File: src/design/edge_fetch_pkg.sv
////////////////////////////////////////
// one compute unit, 32-bit words in 128-bit lines
// two 64-bit halves per returned line
////////////////////////////////////////

package edge_fetch_pkg;

	localparam int WORD_BITS       = 32;
	localparam int LINE_BITS       = 128;
	localparam int HALF_BITS       = 64;
	localparam int WORD_INDEX_BITS = $clog2(LINE_BITS / WORD_BITS);

	// register map, byte offsets
	localparam logic [11:0] REG_CTRL   = 12'h000;
	localparam logic [11:0] REG_BASE   = 12'h004;
	localparam logic [11:0] REG_DEGREE = 12'h008;
	localparam logic [11:0] REG_STATUS = 12'h00C;

	// cacheline read encodings on the command bus
	typedef enum logic [12:0] {
		read_cl_s  = 13'h0A50,
		read_cl_na = 13'h0A00
	} read_cmd_kind_t;

	typedef struct packed {
		logic        valid;
		logic [31:0] dest;
		logic [31:0] src;
	} edge_job_t;

	typedef struct packed {
		logic        valid;
		logic [15:0] degree;
	} vertex_job_t;

	typedef struct packed {
		logic                       valid;
		read_cmd_kind_t             kind;
		logic [31:0]                address;
		logic [7:0]                 size;
		logic [3:0]                 cu_id;
		logic [WORD_INDEX_BITS-1:0] offset;
	} read_cmd_t;

	typedef struct packed {
		logic                       valid;
		logic [WORD_INDEX_BITS-1:0] offset;
		logic [HALF_BITS-1:0]       data;
	} line_half_t;

	typedef struct packed {
		logic                 valid;
		logic [WORD_BITS-1:0] data;
	} edge_data_t;

	typedef struct packed {
		logic        enable;
		logic        shared_read;
		logic [31:0] base;
		logic [15:0] degree;
	} cu_config_t;

	typedef struct packed {
		logic [7:0]  outstanding;
		logic [15:0] pushed;
	} cu_status_t;

	typedef struct packed {
		logic        psel;
		logic        penable;
		logic        pwrite;
		logic [11:0] paddr;
		logic [31:0] pwdata;
	} apb_req_t;

	typedef struct packed {
		logic [31:0] prdata;
		logic        pready;
		logic        pslverr;
	} apb_rsp_t;

endpackage

File: src/design/cu_config_apb.sv
////////////////////////////////////////
// APB3, no wait states; REG_STATUS is
// read-only, unmapped offsets flag pslverr
////////////////////////////////////////

`timescale 1ns/1ps

module cu_config_apb
	import edge_fetch_pkg::*;
(
	input  logic       clock,
	input  logic       rstn,
	input  apb_req_t   apb_req,
	output apb_rsp_t   apb_rsp,
	input  cu_status_t status,
	output cu_config_t cfg
);

	cu_config_t cfg_q;
	logic       access;
	logic       mapped;
	logic       status_hit;
	logic       wr_en;

	assign access     = apb_req.psel & apb_req.penable;
	assign status_hit = (apb_req.paddr == REG_STATUS);
	assign mapped     = (apb_req.paddr == REG_CTRL) | (apb_req.paddr == REG_BASE) |
	                    (apb_req.paddr == REG_DEGREE) | status_hit;
	assign wr_en      = access & apb_req.pwrite & mapped & ~status_hit;

	always_ff @(posedge clock or negedge rstn) begin
		if (!rstn) begin
			cfg_q <= '0;
		end else if (wr_en) begin
			case (apb_req.paddr)
				REG_CTRL: begin
					cfg_q.enable      <= apb_req.pwdata[0];
					cfg_q.shared_read <= apb_req.pwdata[1];
				end
				REG_BASE:   cfg_q.base   <= apb_req.pwdata;
				REG_DEGREE: cfg_q.degree <= apb_req.pwdata[15:0];
				default:    cfg_q        <= cfg_q;
			endcase
		end
	end

	assign cfg = cfg_q;

////////////////////////////////////////
// read data and response
////////////////////////////////////////

	always_comb begin
		case (apb_req.paddr)
			REG_CTRL:   apb_rsp.prdata = {30'd0, cfg_q.shared_read, cfg_q.enable};
			REG_BASE:   apb_rsp.prdata = cfg_q.base;
			REG_DEGREE: apb_rsp.prdata = {16'd0, cfg_q.degree};
			// outstanding in [23:16], pushed in [15:0]
			REG_STATUS: apb_rsp.prdata = {8'd0, status.outstanding, status.pushed};
			default:    apb_rsp.prdata = '0;
		endcase
		apb_rsp.pready  = 1'b1;
		apb_rsp.pslverr = access & (~mapped | (apb_req.pwrite & status_hit));
	end

endmodule

File: src/design/edge_data_control.sv
////////////////////////////////////////
// responses must return in command order
// at most FIFO_DEPTH-2 words held in flight
////////////////////////////////////////

`timescale 1ns/1ps

module edge_data_control
	import edge_fetch_pkg::*;
#(
	parameter int CU_ID      = 1,
	parameter int FIFO_DEPTH = 8
) (
	input  logic        clock,
	input  logic        rstn,
	input  cu_config_t  cfg,
	output cu_status_t  status,
	input  edge_job_t   edge_job,
	input  vertex_job_t vertex_job,
	output logic        edge_request,
	output read_cmd_t   read_cmd,
	input  logic        cmd_ready,
	input  logic        read_response,
	input  line_half_t  line_lo,
	input  line_half_t  line_hi,
	input  logic        edge_data_request,
	output edge_data_t  edge_data
);

	localparam int         LINE_WORDS = LINE_BITS / WORD_BITS;
	localparam logic [7:0] READ_LIMIT = 8'(FIFO_DEPTH - 2);

	edge_job_t                  job_in_q;
	edge_job_t                  job_head;
	logic                       job_pop;
	logic                       job_valid;
	logic                       job_almost_full;
	logic                       job_empty;
	read_cmd_t                  cmd_next;
	read_cmd_t                  cmd_head;
	logic                       cmd_pop;
	logic                       cmd_valid;
	logic                       cmd_almost_full;
	logic                       cmd_empty;
	line_half_t                 lo_q;
	line_half_t                 hi_q;
	logic                       line_we;
	logic [WORD_INDEX_BITS-1:0] rd_index_q;
	logic                       rd_pending_q;
	logic                       word_valid_q;
	logic [WORD_BITS-1:0]       ram_word;
	edge_data_t                 edge_next;
	edge_data_t                 edge_head;
	logic                       edge_pop;
	logic                       edge_valid;
	logic                       edge_empty;
	logic [7:0]                 outstanding_q;
	logic [7:0]                 reserved_q;
	logic [15:0]                pushed_q;
	logic [15:0]                pushed_next;
	logic [15:0]                degree;

	function automatic logic [WORD_BITS-1:0] swap_bytes(input logic [WORD_BITS-1:0] w);
		return {w[7:0], w[15:8], w[23:16], w[31:24]};
	endfunction

////////////////////////////////////////
// job queue and read command forming
////////////////////////////////////////

	assign edge_request = cfg.enable & ~job_almost_full;

	always_ff @(posedge clock or negedge rstn) begin
		if (!rstn)
			job_in_q <= '0;
		else
			job_in_q <= edge_job;
	end

	// hold jobs back once the read window is used up
	assign job_pop = cfg.enable & ~job_empty & ~cmd_almost_full & (outstanding_q < READ_LIMIT);

	sync_fifo #(.payload_t(edge_job_t), .FIFO_DEPTH(FIFO_DEPTH)) u_job_fifo (
		.clock       (clock),
		.rstn        (rstn),
		.push        (job_in_q.valid),
		.data_in     (job_in_q),
		.pop         (job_pop),
		.data_out    (job_head),
		.valid       (job_valid),
		.full        (),
		.almost_full (job_almost_full),
		.empty       (job_empty)
	);

	always_comb begin
		cmd_next.valid   = 1'b1;
		cmd_next.kind    = cfg.shared_read ? read_cl_s : read_cl_na;
		cmd_next.address = cfg.base + {job_head.dest[29:0], 2'b00};
		cmd_next.size    = 8'(WORD_BITS / 8);
		cmd_next.cu_id   = 4'(CU_ID);
		cmd_next.offset  = job_head.dest[WORD_INDEX_BITS-1:0];
	end

	// issue only while the edge data queue has room for the answer
	assign cmd_pop = cfg.enable & cmd_ready & ~cmd_empty & (reserved_q < READ_LIMIT);

	sync_fifo #(.payload_t(read_cmd_t), .FIFO_DEPTH(FIFO_DEPTH)) u_cmd_fifo (
		.clock       (clock),
		.rstn        (rstn),
		.push        (job_valid),
		.data_in     (cmd_next),
		.pop         (cmd_pop),
		.data_out    (cmd_head),
		.valid       (cmd_valid),
		.full        (),
		.almost_full (cmd_almost_full),
		.empty       (cmd_empty)
	);

	always_comb begin
		read_cmd       = cmd_head;
		read_cmd.valid = cmd_valid;
	end

////////////////////////////////////////
// line path
////////////////////////////////////////

	always_ff @(posedge clock or negedge rstn) begin
		if (!rstn) begin
			lo_q         <= '0;
			hi_q         <= '0;
			rd_pending_q <= 1'b0;
			word_valid_q <= 1'b0;
		end else begin
			lo_q         <= line_lo;
			hi_q         <= line_hi;
			rd_pending_q <= line_we;
			word_valid_q <= rd_pending_q;
		end
	end

	assign line_we = lo_q.valid & hi_q.valid;

	// word index taken from the echoed offset
	always_ff @(posedge clock) begin
		if (line_we)
			rd_index_q <= lo_q.offset;
	end

	line_word_ram #(.LINE_WORDS(LINE_WORDS)) u_line_ram (
		.clock    (clock),
		.we       (line_we),
		.line_in  ({hi_q.data, lo_q.data}),
		.rd_index (rd_index_q),
		.word_out (ram_word)
	);

	assign edge_next = '{valid: 1'b1, data: swap_bytes(ram_word)};
	assign edge_pop  = cfg.enable & edge_data_request & ~edge_empty;

	sync_fifo #(.payload_t(edge_data_t), .FIFO_DEPTH(FIFO_DEPTH)) u_edge_fifo (
		.clock       (clock),
		.rstn        (rstn),
		.push        (word_valid_q),
		.data_in     (edge_next),
		.pop         (edge_pop),
		.data_out    (edge_head),
		.valid       (edge_valid),
		.full        (),
		.almost_full (),
		.empty       (edge_empty)
	);

	always_comb begin
		edge_data       = edge_head;
		edge_data.valid = edge_valid;
	end

////////////////////////////////////////
// counters
////////////////////////////////////////

	// a vertex job overrides the programmed degree
	assign degree      = vertex_job.valid ? vertex_job.degree : cfg.degree;
	assign pushed_next = pushed_q + 16'd1;

	always_ff @(posedge clock or negedge rstn) begin
		if (!rstn) begin
			outstanding_q <= '0;
			reserved_q    <= '0;
			pushed_q      <= '0;
		end else begin
			case ({cmd_valid, read_response})
				2'b10:   outstanding_q <= outstanding_q + 8'd1;
				2'b01:   outstanding_q <= outstanding_q - 8'd1;
				default: outstanding_q <= outstanding_q;
			endcase
			// from issue until the consumer takes the word
			case ({cmd_pop, edge_pop})
				2'b10:   reserved_q <= reserved_q + 8'd1;
				2'b01:   reserved_q <= reserved_q - 8'd1;
				default: reserved_q <= reserved_q;
			endcase
			if (word_valid_q)
				pushed_q <= (pushed_next == degree) ? 16'd0 : pushed_next;
		end
	end

	assign status = '{outstanding: outstanding_q, pushed: pushed_q};

endmodule

File: src/design/edge_fetch_top.sv
////////////////////////////////////////
// one compute-unit slice, FIFO_DEPTH is
// a power of two, 4 or more
////////////////////////////////////////

`timescale 1ns/1ps

module edge_fetch_top
	import edge_fetch_pkg::*;
#(
	parameter int CU_ID      = 1,
	parameter int FIFO_DEPTH = 8
) (
	input  logic        clock,
	input  logic        rstn,
	input  apb_req_t    apb_req,
	output apb_rsp_t    apb_rsp,
	input  edge_job_t   edge_job,
	input  vertex_job_t vertex_job,
	output logic        edge_request,
	output read_cmd_t   read_cmd,
	input  logic        cmd_ready,
	input  logic        read_response,
	input  line_half_t  line_lo,
	input  line_half_t  line_hi,
	input  logic        edge_data_request,
	output edge_data_t  edge_data
);

	cu_config_t cfg;
	cu_status_t status;

	// configuration and status registers
	cu_config_apb u_config (
		.clock   (clock),
		.rstn    (rstn),
		.apb_req (apb_req),
		.apb_rsp (apb_rsp),
		.status  (status),
		.cfg     (cfg)
	);

	// job to command to edge data path
	edge_data_control #(
		.CU_ID      (CU_ID),
		.FIFO_DEPTH (FIFO_DEPTH)
	) u_control (
		.clock             (clock),
		.rstn              (rstn),
		.cfg               (cfg),
		.status            (status),
		.edge_job          (edge_job),
		.vertex_job        (vertex_job),
		.edge_request      (edge_request),
		.read_cmd          (read_cmd),
		.cmd_ready         (cmd_ready),
		.read_response     (read_response),
		.line_lo           (line_lo),
		.line_hi           (line_hi),
		.edge_data_request (edge_data_request),
		.edge_data         (edge_data)
	);

endmodule

File: src/design/line_word_ram.sv
////////////////////////////////////////
// single line, written whole; word read
// has one cycle of latency
////////////////////////////////////////

`timescale 1ns/1ps

module line_word_ram
	import edge_fetch_pkg::*;
#(
	parameter int LINE_WORDS = LINE_BITS / WORD_BITS
) (
	input  logic                          clock,
	input  logic                          we,
	input  logic [LINE_BITS-1:0]          line_in,
	input  logic [$clog2(LINE_WORDS)-1:0] rd_index,
	output logic [WORD_BITS-1:0]          word_out
);

	// word 0 sits in the low bits of the line
	logic [LINE_WORDS-1:0][WORD_BITS-1:0] line_q;

	always_ff @(posedge clock) begin
		if (we)
			line_q <= line_in;
	end

	always_ff @(posedge clock) begin
		word_out <= line_q[rd_index];
	end

endmodule

File: src/design/sync_fifo.sv
////////////////////////////////////////
// depth must be a power of two, 4 or more
////////////////////////////////////////

`timescale 1ns/1ps

module sync_fifo #(
	parameter type payload_t  = logic [31:0],
	parameter int  FIFO_DEPTH = 8
) (
	input  logic     clock,
	input  logic     rstn,
	input  logic     push,
	input  payload_t data_in,
	input  logic     pop,
	output payload_t data_out,
	output logic     valid,
	output logic     full,
	output logic     almost_full,
	output logic     empty
);

	localparam int PTR_BITS = $clog2(FIFO_DEPTH);

	payload_t            mem [FIFO_DEPTH];
	logic [PTR_BITS-1:0] wr_ptr;
	logic [PTR_BITS-1:0] rd_ptr;
	logic [PTR_BITS:0]   count;
	logic                do_push;
	logic                do_pop;

	assign do_push     = push & ~full;
	assign do_pop      = pop & ~empty;
	assign full        = (count == (PTR_BITS + 1)'(FIFO_DEPTH));
	assign almost_full = (count >= (PTR_BITS + 1)'(FIFO_DEPTH - 2));
	assign empty       = (count == '0);

	always_ff @(posedge clock or negedge rstn) begin
		if (!rstn) begin
			wr_ptr <= '0;
			rd_ptr <= '0;
			count  <= '0;
			valid  <= 1'b0;
		end else begin
			if (do_push)
				wr_ptr <= wr_ptr + PTR_BITS'(1);
			if (do_pop)
				rd_ptr <= rd_ptr + PTR_BITS'(1);
			case ({do_push, do_pop})
				2'b10:   count <= count + 1'b1;
				2'b01:   count <= count - 1'b1;
				default: count <= count;
			endcase
			valid <= do_pop;
		end
	end

	// storage and head register
	always_ff @(posedge clock) begin
		if (do_push)
			mem[wr_ptr] <= data_in;
		if (do_pop)
			data_out <= mem[rd_ptr];
	end

endmodule

File: config.mk
export PLATFORM = sky130hd
export DESIGN_NAME = edge_fetch_top
export DESIGN_NICKNAME = d
export VERILOG_FILES = /design/src/design/edge_fetch_pkg.sv /design/src/design/cu_config_apb.sv /design/src/design/edge_data_control.sv /design/src/design/edge_fetch_top.sv /design/src/design/line_word_ram.sv /design/src/design/sync_fifo.sv
export SDC_FILE = /design/constraint.sdc
export NUM_CORES = 1
export LEC_CHECK = 0
export BUFFER_PORTS_ARGS = -buffer_cell sky130_fd_sc_hd__buf_2
export CORE_UTILIZATION = 45
export DETAILED_ROUTE_END_ITERATION = 10
export PLACE_DENSITY = 0.63
export SETUP_SLACK_MARGIN = 0.3
export SYNTH_ARGS = -nofsm -noshare
export SYNTH_HDL_FRONTEND = slang
export SYNTH_SLANG_ARGS = --single-unit
export TNS_END_PERCENT = 20
File: constraint.sdc
create_clock -name clock -period 7.4 [get_ports clock]
set_input_delay 0.74 -clock clock [delete_from_list [all_inputs] [get_ports clock]]
set_output_delay 0.74 -clock clock [all_outputs]
set_load 0.005 [all_outputs]
==> flow_metrics.tcl <==
set metrics [dict create \
    outcome "complete, no violations" \
    ir_drop_mv 0.205 \
    fp.coreArea_um2 109000 \
    cellInternalPower_mw 14.7 \
    slew_viol_final 0 \
    synth_seq_cells 1315 \
    post-route-period-util_pct 55.4 \
    vias 24400 \
    cts_tree "built" \
    port_buffers 335 \
    routed_wl_um 110000 \
    areaGrowthSynthToFinish_pct 15.9 \
    viasPerCell 5.37 \
    worstReg2RegStart "u_control.u_job_fifo.data_out[32]" \
    num-fill-cells 8437 \
    start_kind "flop" \
    hold_ws_ns 0.109 \
    cap_violations 0 \
    grt_start_max_net_pins 141 \
    clk_pin_slew_ns 0.06 \
    place_hpwl_um 69000 \
    clk_latency_ns 0.73 \
    crit_path_max_fanout 9 \
    avgSynthCellArea_um2 19.9 \
    crit_type "flop to flop" \
    drtPass1Iterations 5 \
    rsz0062_at_grt "false" \
    die_area_um2 112000 \
    netSwitchingFraction_pct 25.9 \
    drt_iter0_markers 2129 \
    crit_arrival_ns 4.49 \
    layout_setup_ws_ns 3.30 \
    grt_util_all_layers_pct 19.9 \
    clockRootBuffer "clkbuf_16" \
    start_util_pct 45.6 \
    synth_top_area_share_pct 60.3 \
    die_w_um 335 \
    placementRows 121 \
    grt_pass1_wl_um 163000 \
    max_freq_ghz 0.244 \
    fp.dieH_um 335 \
    switchingPower_mw 5.13 \
    reg2reg_slack_ns 3.30 \
    ant_nets 0 \
    place_area_um2 53400 \
    syn_inst 2514 \
    drive_gt1_share_pct 33.0 \
    antenna_found_initial 24 \
    multiInputGateArea_um2 11700 \
    setup-violations-final 0 \
    hold_end "u_control.lo_q[23]" \
    io_pins 396 \
    yosysWarnings 0 \
    seqPwrFrac_pct 48.6 \
    hp-class "primary input to flop" \
    register_area_um2 37800 \
    route.detailed.drc 0 \
    p_per_area_nw_per_um2 342 \
    cts_sinks 1315 \
    cts-buffers-inserted 135 \
    grt_overflow 0 \
    r2r_cells 8 \
    finalCriticalPeriod_ns 4.10 \
    nets 3266 \
    synth_edf_count 1003 \
    clock_skew_ns 0.0208 \
    place_congestion 0.866 \
    htree_num_levels 4 \
    relSlewSlack_pct 15.3 \
    whs_path_depth 1 \
    critPathCaptureType "flop" \
    hold_viol 0 \
    finalSetupTns_ns 0 \
    syn_area_um2 49900 \
    p_leak_nw 20.7 \
    synth-main-ff-cell "edfxtp_1" \
    clock_path_buffers 3 \
    r2r_end "u_control.u_cmd_fifo.mem[1][26]" \
    pre_cts_slack_ns 3.37 \
    yosysTopAreaCell "edfxtp_1" \
    postCtsSetupRepairBufs 0 \
    wire_per_inst_um 24.3 \
    hp-start "line_lo[23]" \
    required_ns 7.80 \
    power.share.combinational_pct 17.9 \
    clockPowerShare_pct 33.5 \
    synth.area.top_cells "edfxtp_1, dfrtp_1, mux4_2" \
    ys_seq_area_share_pct 75.7 \
    synth.distinct_cells 62 \
    design_area_um2 57800 \
    final_cell_mix "edfxtp_1, buf_2, dfrtp_1" \
    tightest_slew_ns 1.27 \
    first_global_vias 25400 \
    final_common_cell "edfxtp_1" \
    ys_async_sr_fraction_pct 21.3 \
]
-- layer usage --
| layer | vias up | global-route usage (%) | wire (um) |
|---|---|---|---|
| met5 | - | 0 | 35 |
| met4 | 6 | 5.67 | 2040 |
| met3 | 138 | 3.47 | 6030 |
| met2 | 715 | 31.3 | 53300 |
| met1 | 12800 | 28.8 | 48800 |
| li1 | 10800 | - | - |
-- flip-flops by register name, summed over array words and instances (netlist names), 35 cells and up --
name                           count
u_control.u_line_ram.line_q      128
u_config.cfg                      50
u_control.u_edge_fifo.mem        256
u_control.lo_q                    67
u_control.hi_q                    65
u_control.u_job_fifo.mem         240
u_control.u_cmd_fifo.data_out     35
u_control.u_cmd_fifo.mem         280
-- logic make-up after synthesis --
kind of cell,after synthesis,share of synthesized area (%)
other,2,0.0150
buffers and inverters,152,1.43
xor gates and xnor gates,83,1.46
adders and majority gates,65,1.72
AOI/OAI and AO/OA,184,2.45
muxes,418,14.5
and+or+nand+nor,295,2.77
DFF,1315,75.7
-- worst max-delay path, cell delays in order, from the launching register on --
cell      delay, ns
edfxtp_1       0.54
ha_1           0.29
fa_1           0.44
a21o_1         0.19
a221oi_1       0.63
a221oi_1       0.28
a21oi_1        0.40
a21oi_1        0.22
a211oi_1       0.77
-- cells in the mapped netlist (all sizes together), types with 20 or more instances --
library cell and n:
mux4 228, nor3 24, mux2 163, xor2 23, dfxtp 32, a21oi 43
nor2 83, clkbuf 55, a21o 20, xnor2 60, buf 61, inv 35
ha 59, dfrtp 280, nand2 88, edfxtp 1003, o21ai 35, mux2i 27
-- power groups by stage --
stage | Clock, mW | Sequential (mW) | Combinational, mW
floorplan | 0 | 9.32 | 2.83
global placement | 0 | 9.72 | 3.52
detailed placement | 0 | 9.79 | 3.60
CTS | 6.78 | 9.64 | 3.62
global route | 7.07 | 9.72 | 3.87
finish | 6.63 | 9.62 | 3.55
-- how the worst max path moves through the flow --
stage,startpoint,cells past startpoint,end
after global routing,u_control.u_job_fifo.data_out[32],8,u_control.u_cmd_fifo.mem[1][26]
final,u_control.u_job_fifo.data_out[32],8,u_control.u_cmd_fifo.mem[1][26]
after global placement,u_control.u_job_fifo.data_out[32],8,u_control.u_cmd_fifo.mem[0][26]
after CTS,u_control.u_job_fifo.data_out[32],8,u_control.u_cmd_fifo.mem[1][26]
after floorplan,cmd_ready,12,u_control.reserved_q[7]
after detailed placement,u_control.u_job_fifo.data_out[32],8,u_control.u_cmd_fifo.mem[5][26]
-- what timing repair did --
item                      CTS  global route
hold buffers                1             0
gates resized for setup     0             0
hold endpoints to repair   42             0
-- stage by stage --
stage | power (mW) | util [%] | std cells
2_1_floorplan | 12.2 | - | 2536
3_3_place_gp | 13.2 | 48.8 | 4271
3_5_place_dp | 13.4 | 48.8 | 4271
4_1_cts | 20.0 | 52.8 | 4522
5_1_grt | 20.6 | 52.8 | 4534
6_report | 19.8 | 52.8 | 4536
-- layout make-up --
class | instances | share of cell area [%]
Sequential cell | 1315 | 65.3
Multi-Input combinational cell | 1069 | 20.1
Clock buffer | 180 | 6.46
Timing Repair Buffer | 376 | 3.47
Tap cell | 1476 | 3.19
Clock inverter | 70 | 1.12
Inverter | 36 | 0.234
Antenna cell | 14 | 0.0606
Power figures use the tool's default switching activity.
